File: src/common/wisc_pkg.sv
`default_nettype none

package wisc_pkg;

	// --------------------
	// Core sizes
	// --------------------
	localparam int DATA_W     = 16;
	localparam int REG_SEL_W  = 4;
	localparam int OP_W       = 4;
	localparam int IMM_W      = 8;
	// Word addressed by address bits 8:1
	localparam int DMEM_WORDS = 256;

	// --------------------
	// Opcodes
	// --------------------
	localparam logic [OP_W-1:0] OP_ADD = 4'd0;
	localparam logic [OP_W-1:0] OP_SUB = 4'd1;
	localparam logic [OP_W-1:0] OP_XOR = 4'd2;
	localparam logic [OP_W-1:0] OP_AND = 4'd3;
	localparam logic [OP_W-1:0] OP_SLL = 4'd4;
	localparam logic [OP_W-1:0] OP_SRA = 4'd5;
	localparam logic [OP_W-1:0] OP_ROR = 4'd6;
	localparam logic [OP_W-1:0] OP_LW  = 4'd8;
	localparam logic [OP_W-1:0] OP_SW  = 4'd9;
	localparam logic [OP_W-1:0] OP_LHB = 4'd10;
	localparam logic [OP_W-1:0] OP_LLB = 4'd11;
	localparam logic [OP_W-1:0] OP_HLT = 4'd15;

	// Register layout, also used for shifts and memory ops
	typedef struct packed {
		logic [OP_W-1:0]      opcode;
		logic [REG_SEL_W-1:0] rd;
		logic [REG_SEL_W-1:0] rs;
		logic [REG_SEL_W-1:0] rt;
	} r_form_t;

	// Byte immediate layout for LHB and LLB
	typedef struct packed {
		logic [OP_W-1:0]      opcode;
		logic [REG_SEL_W-1:0] rd;
		logic [IMM_W-1:0]     imm;
	} i_form_t;

	typedef union packed {
		r_form_t r_form;
		i_form_t i_form;
	} instr_u;

endpackage

`default_nettype wire

File: src/core/decode_stage.sv
`timescale 1ns/1ps
`default_nettype none

module decode_stage (
	input  logic                          clk,
	input  logic                          rst_n,
	input  logic [wisc_pkg::DATA_W-1:0]    instr,
	input  logic                          ex_mem_read,
	input  logic [wisc_pkg::REG_SEL_W-1:0] ex_rd,
	input  logic [wisc_pkg::DATA_W-1:0]    rs_data,
	input  logic [wisc_pkg::DATA_W-1:0]    rt_data,
	output logic [wisc_pkg::DATA_W-1:0]    pc_out,
	output logic [wisc_pkg::REG_SEL_W-1:0] rs_sel,
	output logic [wisc_pkg::REG_SEL_W-1:0] rt_sel,
	output logic [wisc_pkg::DATA_W-1:0]    idex_a_data,
	output logic [wisc_pkg::DATA_W-1:0]    idex_b_data,
	output logic [wisc_pkg::REG_SEL_W-1:0] idex_rs,
	output logic [wisc_pkg::REG_SEL_W-1:0] idex_rt,
	output logic [wisc_pkg::REG_SEL_W-1:0] idex_rd,
	output logic [wisc_pkg::OP_W-1:0]      idex_op,
	output logic [wisc_pkg::IMM_W-1:0]     idex_imm,
	output logic                          idex_reg_write,
	output logic                          idex_mem_read,
	output logic                          idex_mem_write,
	output logic                          idex_halt,
	output logic                          stall
);
	import wisc_pkg::*;

	logic [DATA_W-1:0] pc;
	instr_u            if_instr;
	logic              if_valid;
	logic              halted;
	logic              dec_valid;
	logic [OP_W-1:0]   op;
	logic              is_alu, is_shift, is_lw, is_sw, is_lhb, is_llb, is_hlt;
	logic              use_a, use_b;
	logic              writes_rd;
	logic              dec_hlt;
	logic              fetch_en;
	logic              issue;

	// --------------------
	// Fetch
	// --------------------
	assign fetch_en = !stall && !halted && !dec_hlt;
	assign pc_out   = pc;

	always_ff @(posedge clk) begin
		if (!rst_n) begin
			pc       <= '0;
			if_valid <= 1'b0;
			halted   <= 1'b0;
		end else begin
			if (fetch_en) begin
				pc       <= pc + DATA_W'(2);
				if_valid <= 1'b1;
			end
			// Nothing after HLT is issued
			if (dec_hlt)
				halted <= 1'b1;
		end
	end

	always_ff @(posedge clk) begin
		if (fetch_en)
			if_instr <= instr;
	end

	// --------------------
	// Decode
	// --------------------
	assign dec_valid = if_valid && !halted;
	assign op        = if_instr.r_form.opcode;

	assign is_alu   = op inside {OP_ADD, OP_SUB, OP_XOR, OP_AND};
	assign is_shift = op inside {OP_SLL, OP_SRA, OP_ROR};
	assign is_lw    = (op == OP_LW);
	assign is_sw    = (op == OP_SW);
	assign is_lhb   = (op == OP_LHB);
	assign is_llb   = (op == OP_LLB);
	assign is_hlt   = (op == OP_HLT);

	// Source A is rd for SW and the half-word loads, source B is rs for memory ops
	assign rs_sel = (is_sw || is_lhb || is_llb) ? if_instr.r_form.rd : if_instr.r_form.rs;
	assign rt_sel = (is_lw || is_sw) ? if_instr.r_form.rs : if_instr.r_form.rt;

	assign use_a     = is_alu || is_shift || is_lhb || is_llb || is_sw;
	assign use_b     = is_alu || is_lw || is_sw;
	assign writes_rd = is_alu || is_shift || is_lhb || is_llb || is_lw;

	// Load in execute feeding a source here
	assign stall = dec_valid && ex_mem_read && (ex_rd != '0) &&
		((use_a && rs_sel == ex_rd) || (use_b && rt_sel == ex_rd));

	assign dec_hlt = dec_valid && is_hlt;
	assign issue   = dec_valid && !stall;

	// --------------------
	// ID/EX register
	// --------------------
	always_ff @(posedge clk) begin
		if (!rst_n) begin
			idex_reg_write <= 1'b0;
			idex_mem_read  <= 1'b0;
			idex_mem_write <= 1'b0;
			idex_halt      <= 1'b0;
		end else begin
			idex_reg_write <= issue && writes_rd;
			idex_mem_read  <= issue && is_lw;
			idex_mem_write <= issue && is_sw;
			idex_halt      <= issue && is_hlt;
		end
	end

	always_ff @(posedge clk) begin
		idex_a_data <= rs_data;
		idex_b_data <= rt_data;
		idex_rs     <= rs_sel;
		idex_rt     <= rt_sel;
		idex_rd     <= if_instr.r_form.rd;
		idex_op     <= op;
		idex_imm    <= if_instr.i_form.imm;
	end

	// A stall leaves a bubble in execute, so it never lasts two cycles
	a_single_stall: assert property (@(posedge clk) disable iff (!rst_n)
		stall |=> !stall);

endmodule

`default_nettype wire

File: src/core/execute_stage.sv
`timescale 1ns/1ps
`default_nettype none

module execute_stage (
	input  logic                          clk,
	input  logic                          rst_n,
	input  logic [wisc_pkg::DATA_W-1:0]    idex_a_data,
	input  logic [wisc_pkg::DATA_W-1:0]    idex_b_data,
	input  logic [wisc_pkg::REG_SEL_W-1:0] idex_rs,
	input  logic [wisc_pkg::REG_SEL_W-1:0] idex_rt,
	input  logic [wisc_pkg::REG_SEL_W-1:0] idex_rd,
	input  logic [wisc_pkg::OP_W-1:0]      idex_op,
	input  logic [wisc_pkg::IMM_W-1:0]     idex_imm,
	input  logic                          idex_reg_write,
	input  logic                          idex_mem_read,
	input  logic                          idex_mem_write,
	input  logic                          idex_halt,
	input  logic                          wb_en,
	input  logic [wisc_pkg::REG_SEL_W-1:0] wb_reg,
	input  logic [wisc_pkg::DATA_W-1:0]    wb_data,
	input  logic                          wbq_en,
	input  logic [wisc_pkg::REG_SEL_W-1:0] wbq_reg,
	input  logic [wisc_pkg::DATA_W-1:0]    wbq_data,
	output logic [wisc_pkg::DATA_W-1:0]    exmem_alu_result,
	output logic [wisc_pkg::DATA_W-1:0]    exmem_store_data,
	output logic [wisc_pkg::DATA_W-1:0]    exmem_mem_addr,
	output logic [wisc_pkg::REG_SEL_W-1:0] exmem_rd,
	output logic                          exmem_reg_write,
	output logic                          exmem_mem_read,
	output logic                          exmem_mem_write,
	output logic                          exmem_halt,
	output logic                          ex_mem_read,
	output logic [wisc_pkg::REG_SEL_W-1:0] ex_rd
);
	import wisc_pkg::*;

	logic [DATA_W-1:0]        op_a, op_b;
	logic [3:0]               shamt;
	logic signed [DATA_W-1:0] sra_out;
	logic [2*DATA_W-1:0]      ror_wide;
	logic [DATA_W-1:0]        offset;
	logic [DATA_W-1:0]        mem_addr;
	logic [DATA_W-1:0]        alu_out;

	// Newest producer wins: result stage, then the late WB copy
	function automatic logic [DATA_W-1:0] fwd(
		input logic [REG_SEL_W-1:0] sel,
		input logic [DATA_W-1:0]    reg_val,
		input logic                 new_en,
		input logic [REG_SEL_W-1:0] new_reg,
		input logic [DATA_W-1:0]    new_val,
		input logic                 old_en,
		input logic [REG_SEL_W-1:0] old_reg,
		input logic [DATA_W-1:0]    old_val
	);
		if (new_en && new_reg == sel)
			return new_val;
		if (old_en && old_reg == sel)
			return old_val;
		return reg_val;
	endfunction

	// --------------------
	// Forwarding
	// --------------------
	assign op_a = fwd(idex_rs, idex_a_data, wb_en, wb_reg, wb_data,
		wbq_en, wbq_reg, wbq_data);
	assign op_b = fwd(idex_rt, idex_b_data, wb_en, wb_reg, wb_data,
		wbq_en, wbq_reg, wbq_data);

	// --------------------
	// ALU and shifter
	// --------------------
	assign shamt    = idex_imm[3:0];
	assign sra_out  = $signed(op_a) >>> shamt;
	assign ror_wide = {op_a, op_a} >> shamt;

	always_comb begin
		case (idex_op)
			OP_ADD:  alu_out = op_a + op_b;
			OP_SUB:  alu_out = op_a - op_b;
			OP_XOR:  alu_out = op_a ^ op_b;
			OP_AND:  alu_out = op_a & op_b;
			OP_SLL:  alu_out = op_a << shamt;
			OP_SRA:  alu_out = sra_out;
			OP_ROR:  alu_out = ror_wide[DATA_W-1:0];
			// Byte goes over the old register value
			OP_LHB:  alu_out = {idex_imm, op_a[DATA_W/2-1:0]};
			OP_LLB:  alu_out = {op_a[DATA_W-1:DATA_W/2], idex_imm};
			default: alu_out = '0;
		endcase
	end

	// Word-aligned base plus doubled signed offset
	assign offset   = {{(DATA_W-5){idex_imm[3]}}, idex_imm[3:0], 1'b0};
	assign mem_addr = {op_b[DATA_W-1:1], 1'b0} + offset;

	// Load-use check in decode
	assign ex_mem_read = idex_mem_read;
	assign ex_rd       = idex_rd;

	// --------------------
	// EX/MEM register
	// --------------------
	always_ff @(posedge clk) begin
		if (!rst_n) begin
			exmem_reg_write <= 1'b0;
			exmem_mem_read  <= 1'b0;
			exmem_mem_write <= 1'b0;
			exmem_halt      <= 1'b0;
		end else begin
			exmem_reg_write <= idex_reg_write;
			exmem_mem_read  <= idex_mem_read;
			exmem_mem_write <= idex_mem_write;
			exmem_halt      <= idex_halt;
		end
	end

	always_ff @(posedge clk) begin
		exmem_alu_result <= alu_out;
		exmem_store_data <= op_a;
		exmem_mem_addr   <= mem_addr;
		exmem_rd         <= idex_rd;
	end

	// Decode never issues a load and a store at once
	a_rd_wr_excl: assert property (@(posedge clk) disable iff (!rst_n)
		!(exmem_mem_read && exmem_mem_write));

endmodule

`default_nettype wire

File: src/core/reg_file.sv
`timescale 1ns/1ps
`default_nettype none

module reg_file (
	input  logic                          clk,
	input  logic                          rst_n,
	input  logic [wisc_pkg::REG_SEL_W-1:0] rs_sel,
	input  logic [wisc_pkg::REG_SEL_W-1:0] rt_sel,
	input  logic                          wb_en,
	input  logic [wisc_pkg::REG_SEL_W-1:0] wb_reg,
	input  logic [wisc_pkg::DATA_W-1:0]    wb_data,
	output logic [wisc_pkg::DATA_W-1:0]    rs_data,
	output logic [wisc_pkg::DATA_W-1:0]    rt_data
);
	import wisc_pkg::*;

	logic [DATA_W-1:0] regs [2**REG_SEL_W];
	logic              wr_ok;

	// r0 is never written, so it reads zero
	assign wr_ok = wb_en && (wb_reg != '0);

	always_ff @(posedge clk) begin
		if (!rst_n) begin
			for (int i = 0; i < 2**REG_SEL_W; i++)
				regs[i] <= '0;
		end else if (wr_ok) begin
			regs[wb_reg] <= wb_data;
		end
	end

	// Write-through for a read in the writeback cycle
	assign rs_data = (wr_ok && wb_reg == rs_sel) ? wb_data : regs[rs_sel];
	assign rt_data = (wr_ok && wb_reg == rt_sel) ? wb_data : regs[rt_sel];

	// Result stage already drops writes to r0
	a_no_r0_write: assert property (@(posedge clk) disable iff (!rst_n)
		wb_en |-> (wb_reg != '0));

endmodule

`default_nettype wire

File: src/core/result_stage.sv
`timescale 1ns/1ps
`default_nettype none

module result_stage (
	input  logic                          clk,
	input  logic                          rst_n,
	input  logic [wisc_pkg::DATA_W-1:0]    exmem_alu_result,
	input  logic [wisc_pkg::DATA_W-1:0]    exmem_store_data,
	input  logic [wisc_pkg::DATA_W-1:0]    exmem_mem_addr,
	input  logic [wisc_pkg::REG_SEL_W-1:0] exmem_rd,
	input  logic                          exmem_reg_write,
	input  logic                          exmem_mem_read,
	input  logic                          exmem_mem_write,
	input  logic                          exmem_halt,
	output logic                          wb_en,
	output logic [wisc_pkg::REG_SEL_W-1:0] wb_reg,
	output logic [wisc_pkg::DATA_W-1:0]    wb_data,
	output logic                          wbq_en,
	output logic [wisc_pkg::REG_SEL_W-1:0] wbq_reg,
	output logic [wisc_pkg::DATA_W-1:0]    wbq_data,
	output logic                          hlt
);
	import wisc_pkg::*;

	logic [DATA_W-1:0]               dmem [DMEM_WORDS];
	logic [$clog2(DMEM_WORDS)-1:0]   dmem_idx;
	logic [DATA_W-1:0]               load_data;
	logic                            hlt_q;

	// --------------------
	// Data memory
	// --------------------
	assign dmem_idx = exmem_mem_addr[$clog2(DMEM_WORDS):1];

	always_ff @(posedge clk) begin
		if (exmem_mem_write)
			dmem[dmem_idx] <= exmem_store_data;
	end

	// Combinational read, same cycle as the address
	assign load_data = dmem[dmem_idx];

	// --------------------
	// Writeback
	// --------------------
	assign wb_data = exmem_mem_read ? load_data : exmem_alu_result;
	assign wb_reg  = exmem_rd;
	assign wb_en   = exmem_reg_write && (exmem_rd != '0);

	// Late copy for operands two instructions behind
	always_ff @(posedge clk) begin
		if (!rst_n)
			wbq_en <= 1'b0;
		else
			wbq_en <= wb_en;
	end

	always_ff @(posedge clk) begin
		wbq_reg  <= wb_reg;
		wbq_data <= wb_data;
	end

	// Halt is sticky until reset
	always_ff @(posedge clk) begin
		if (!rst_n)
			hlt_q <= 1'b0;
		else if (exmem_halt)
			hlt_q <= 1'b1;
	end

	assign hlt = hlt_q || exmem_halt;

endmodule

`default_nettype wire

File: src/source/wisc_lite_top.sv
`timescale 1ns/1ps
`default_nettype none

module wisc_lite_top (
	input  logic                          clk,
	input  logic                          rst_n,
	input  logic [wisc_pkg::DATA_W-1:0]    instr,
	output logic [wisc_pkg::DATA_W-1:0]    pc_out,
	output logic                          hlt,
	output logic                          wb_en,
	output logic [wisc_pkg::REG_SEL_W-1:0] wb_reg,
	output logic [wisc_pkg::DATA_W-1:0]    wb_data
);
	import wisc_pkg::*;

	// Decode and register file
	logic [REG_SEL_W-1:0] rs_sel, rt_sel;
	logic [DATA_W-1:0]    rs_data, rt_data;

	// --------------------
	// ID/EX fields
	// --------------------
	logic [DATA_W-1:0]    idex_a_data, idex_b_data;
	logic [REG_SEL_W-1:0] idex_rs, idex_rt, idex_rd;
	logic [OP_W-1:0]      idex_op;
	logic [IMM_W-1:0]     idex_imm;
	logic                 idex_reg_write, idex_mem_read, idex_mem_write, idex_halt;

	// --------------------
	// EX/MEM fields
	// --------------------
	logic [DATA_W-1:0]    exmem_alu_result, exmem_store_data, exmem_mem_addr;
	logic [REG_SEL_W-1:0] exmem_rd;
	logic                 exmem_reg_write, exmem_mem_read, exmem_mem_write, exmem_halt;

	// Hazard and forwarding paths
	logic                 ex_mem_read;
	logic [REG_SEL_W-1:0] ex_rd;
	logic                 wbq_en;
	logic [REG_SEL_W-1:0] wbq_reg;
	logic [DATA_W-1:0]    wbq_data;

	decode_stage i_decode_stage (
		.clk            (clk),
		.rst_n          (rst_n),
		.instr          (instr),
		.ex_mem_read    (ex_mem_read),
		.ex_rd          (ex_rd),
		.rs_data        (rs_data),
		.rt_data        (rt_data),
		.pc_out         (pc_out),
		.rs_sel         (rs_sel),
		.rt_sel         (rt_sel),
		.idex_a_data    (idex_a_data),
		.idex_b_data    (idex_b_data),
		.idex_rs        (idex_rs),
		.idex_rt        (idex_rt),
		.idex_rd        (idex_rd),
		.idex_op        (idex_op),
		.idex_imm       (idex_imm),
		.idex_reg_write (idex_reg_write),
		.idex_mem_read  (idex_mem_read),
		.idex_mem_write (idex_mem_write),
		.idex_halt      (idex_halt),
		.stall          ()
	);

	reg_file i_reg_file (
		.clk     (clk),
		.rst_n   (rst_n),
		.rs_sel  (rs_sel),
		.rt_sel  (rt_sel),
		.wb_en   (wb_en),
		.wb_reg  (wb_reg),
		.wb_data (wb_data),
		.rs_data (rs_data),
		.rt_data (rt_data)
	);

	execute_stage i_execute_stage (
		.clk              (clk),
		.rst_n            (rst_n),
		.idex_a_data      (idex_a_data),
		.idex_b_data      (idex_b_data),
		.idex_rs          (idex_rs),
		.idex_rt          (idex_rt),
		.idex_rd          (idex_rd),
		.idex_op          (idex_op),
		.idex_imm         (idex_imm),
		.idex_reg_write   (idex_reg_write),
		.idex_mem_read    (idex_mem_read),
		.idex_mem_write   (idex_mem_write),
		.idex_halt        (idex_halt),
		.wb_en            (wb_en),
		.wb_reg           (wb_reg),
		.wb_data          (wb_data),
		.wbq_en           (wbq_en),
		.wbq_reg          (wbq_reg),
		.wbq_data         (wbq_data),
		.exmem_alu_result (exmem_alu_result),
		.exmem_store_data (exmem_store_data),
		.exmem_mem_addr   (exmem_mem_addr),
		.exmem_rd         (exmem_rd),
		.exmem_reg_write  (exmem_reg_write),
		.exmem_mem_read   (exmem_mem_read),
		.exmem_mem_write  (exmem_mem_write),
		.exmem_halt       (exmem_halt),
		.ex_mem_read      (ex_mem_read),
		.ex_rd            (ex_rd)
	);

	result_stage i_result_stage (
		.clk              (clk),
		.rst_n            (rst_n),
		.exmem_alu_result (exmem_alu_result),
		.exmem_store_data (exmem_store_data),
		.exmem_mem_addr   (exmem_mem_addr),
		.exmem_rd         (exmem_rd),
		.exmem_reg_write  (exmem_reg_write),
		.exmem_mem_read   (exmem_mem_read),
		.exmem_mem_write  (exmem_mem_write),
		.exmem_halt       (exmem_halt),
		.wb_en            (wb_en),
		.wb_reg           (wb_reg),
		.wb_data          (wb_data),
		.wbq_en           (wbq_en),
		.wbq_reg          (wbq_reg),
		.wbq_data         (wbq_data),
		.hlt              (hlt)
	);

endmodule

`default_nettype wire

File: config.mk
export PLATFORM = sky130hd
export DESIGN_NAME = wisc_lite_top
export DESIGN_NICKNAME = d
export VERILOG_FILES = /design/src/common/wisc_pkg.sv /design/src/core/decode_stage.sv /design/src/core/execute_stage.sv /design/src/core/reg_file.sv /design/src/core/result_stage.sv /design/src/source/wisc_lite_top.sv
export SDC_FILE = /design/constraint.sdc
export NUM_CORES = 2
export LEC_CHECK = 0
export ABC_CLOCK_PERIOD_IN_PS = 14900
export BUFFER_PORTS_ARGS = -buffer_cell sky130_fd_sc_hd__buf_2
export CAP_MARGIN = 10
export CORE_AREA = 2 2 554 556
export DETAILED_ROUTE_END_ITERATION = 6
export DIE_AREA = 0 0 556 558
export MAX_ROUTING_LAYER = met4
export PLACE_DENSITY = 0.76
export SKIP_LAST_GASP = 1
export SLEW_MARGIN = 0
export SYNTH_ARGS = -nofsm -noshare
export SYNTH_HDL_FRONTEND = slang
export SYNTH_HIERARCHICAL = 1
export SYNTH_MEMORY_MAX_BITS = 65536
export SYNTH_SLANG_ARGS = --single-unit
File: constraint.sdc
create_clock -name clk -period 14.9 [get_ports clk]
set_input_delay 3.725 -clock clk [delete_from_list [all_inputs] [get_ports clk]]
set_output_delay 3.725 -clock clk [all_outputs]
set_load 0.005 [all_outputs]
==> summary.txt <==
STA
  – Final setup vio count: 0
  – Fmax: ~0.095 GHz
  – Max Transition Viols Final: 0
  – Final Hold Viols: 0
  – Total negative slack: 0 ns
  – Final worst-path cycle share: 70.8%
  – Period minus WS final: 10.55 ns
  – Worst Clk Skew: a little under 0.1 ns
  – Unrepaired setup endpoints after global routing: no
  – Least-Margin Pin Slew: between 1 and 1.5 ns
  – Slew margin rel.: under 10%

Route
  – Via density: 7.02
  – Total Routed Length: 501000 um
  – First drt pass iteration count: 7
  – First-iteration detailed-routing DRC count: about 16000
  – Final ANT Viol Nets: 0
  – Routed vias: about 96000
  – WL/cell: 36.6 um
  – Drc violations: 2

Critical path
  – CP Capture Type: output pin
  – Worst r2r path cells: 25
  – Max incr delay on CP: 1.19 ns
  – Setup CP Type: flop to output pin
  – Cell count along the critical path: 10
  – CP startpoint: i_execute_stage/exmem_mem_addr[2]$_DFF_P_
  – Crit path to: wb_data[9]
  – Largest delay contributor family on the critical path: buffers and inverters
  – Cell chain of the critical path: buf_4 > buf_12 > buf_4 > mux4_2 > mux2i_1 > o311ai_0 > nor4_1 > a31oi_2 > buf_4 > buf_2
  – Crit path launch type: flop
  – Critical path arrival: 6.83 ns
  – Crit Reg-Reg Endpoint: i_execute_stage/exmem_alu_result[11]$_DFF_P_
  – Top cell by count, worst path: buf_4
  – CP max-delay cell: nor4_1
  – Worst path bufs/invs: 5
  – Req. time, crit path: 11.18 ns
  – Worst reg2reg setup slack: around 5.9 ns
  – Largest fanout on the critical path: 87
  – Critical R2R Launch: i_execute_stage/exmem_mem_addr[1]$_DFF_P_

Clock tree
  – Clk_lat worst skew: slightly above 1 ns
  – CTS tree: done
  – TritonCTS buffer count: about 430
  – Clk slew on worst S/H paths: 0.06 ns
  – # hold bufs at CTS: 0
  – Htree depth: 5
  – CTS Sinks: around 4500
  – CTS resizes: 0
  – Clk buf depth: 4
  – # Post-CTS Setup Buffers: 0
  – CTS root buf: clkbuf_16

Final layout
  – Register name with the most flops: i_result_stage/dmem
  – Layout cells sized above 1: between 20% and 30%
  – Max reg flops: 4096
  – Area growth from synthesis to layout: 11.5%
  – Net count, final: ~9400
  – Biggest regs: i_result_stage/dmem (4096), i_reg_file/regs (256)

Global routing
  – GRT Util Overall: between 30% and 40%
  – Total grt overflow: 0
  – M2 GR Usage: 50.4%
  – Vias in the first global route: about 95000
  – Initial antenna violation count: 28
  – Most Used Layer, Global Route: met2
  – M1 GR Usage: between 40% and 50%
  – First-pass GRT wire length: slightly above 700000 um
  – Grt met3 use: approximately 7.5%
  – Largest net degree at the start of global routing: 199

Die
  – # IOs: 56
  – Initial core utilization: roughly 60%
  – Core ar.: 305000 um2
  – Die height: around 560 um
  – Num rows: between 200 and 250
  – Chip Width: 556 um
  – Die Area: about 310000 um2

Min path
  – Worst Hold Class: flop to flop

Logic synthesis
  – Mapped Area: 182000 um2
  – YS warnings: 6
  – Post-Syn Instances: 8880
  – Mapped Avg Cell Area: roughly 20 um2

Placement
  – GP Congestion: around 0.97
  – IO Port Bufs: 54
  – Post-DP HPWL: roughly 290000 um

Pwr
  – Peak supply drop: around 140 uV
  – Total power draw: 35.6 mW
  – Power Density: roughly 180 nW/um2
  – Leakage: around 66 nW

Job
  – MaxCap Viol Count: 0

Outcome
  – Failing checks: design-rule violations
  – Outcome: finished, violations left
layer usage:
metal | part of all wire, % | wire length, um | up-vias
li1 | - | - | 37700
met3 | 13 | 64200 | 1206
met1 | 35 | 174000 | 50000
met2 | 47 | 237000 | 7186
met5 | 0 | 0 | -
met4 | 5.1 | 25700 | 0
per-stage QoR:
stage | std cells | worst slack (ns) | utilization [%] | hold WS (ns) | instance area [um2]
after floorplan | 8895 | 8.58 | - | 0.332 | 182000
after global placement | 12800 | 4.37 | 61.7 | 0.359 | 188000
after detailed placement | 12900 | 5.69 | 61.7 | 0.366 | 188000
after CTS | 13700 | 4.60 | 66.5 | 0.379 | 203000
after global routing | 13700 | 4.31 | 66.5 | 0.387 | 203000
final | 13700 | 4.35 | 66.5 | 0.379 | 203000
layout make-up:
class | instances | area, um2
clock buffer | 521 | 11400
sequential | 4515 | 134000
multi-input combinational | 3792 | 44700
inverter | 44 | 183
tap | 3997 | 5000
antenna | 34 | 85.1
timing repair buffer | 506 | 3900
fill | 18600 | 102000
clock inverter | 282 | 3160
worst min path at each step:
stage	to	startpoint	slack [ns]	cells past startpoint
global route	i_decode_stage/idex_rd[1]$_DFF_P_	i_decode_stage/if_instr[9]$_DFFE_PP_	0.39	0
detailed placement	i_decode_stage/idex_rd[1]$_DFF_P_	i_decode_stage/if_instr[9]$_DFFE_PP_	0.37	0
CTS	i_decode_stage/idex_rd[1]$_DFF_P_	i_decode_stage/if_instr[9]$_DFFE_PP_	0.38	0
floorplan	i_execute_stage/exmem_rd[0]$_DFF_P_	i_decode_stage/idex_rd[0]$_DFF_P_	0.33	0
global placement	i_decode_stage/idex_rd[2]$_DFF_P_	i_decode_stage/if_instr[10]$_DFFE_PP_	0.36	0
finish	i_decode_stage/idex_rd[1]$_DFF_P_	i_decode_stage/if_instr[9]$_DFFE_PP_	0.38	0
placed cells by master, fill, tap and decap left out, types with 34 or more instances in the layout:
cell / count
edfxtp_1: 4368
mux4_2: 1165
mux2i_1: 473
clkbuf_16: 438
buf_4: 429
nor2_1: 337
and2_1: 261
nand2_1: 211
o21ai_0: 129
a22oi_1: 125
a21oi_1: 124
dfxtp_1: 121
clkinv_1: 111
mux2_2: 107
nand3_1: 96
clkbuf_1: 73
clkinv_2: 71
nor3_1: 61
bufinv_16: 54
buf_2: 54
a31oi_1: 47
ha_1: 40
xnor2_1: 40
inv_1: 35
diode_2: 34
power breakdown:
part           total (mW)  internal (mW)  switching, mW
Sequential           15.3           14.8          0.459
Clock                11.2           6.40           4.82
Combinational        9.07           3.18           5.89
(Power assumes the default switching activity.)
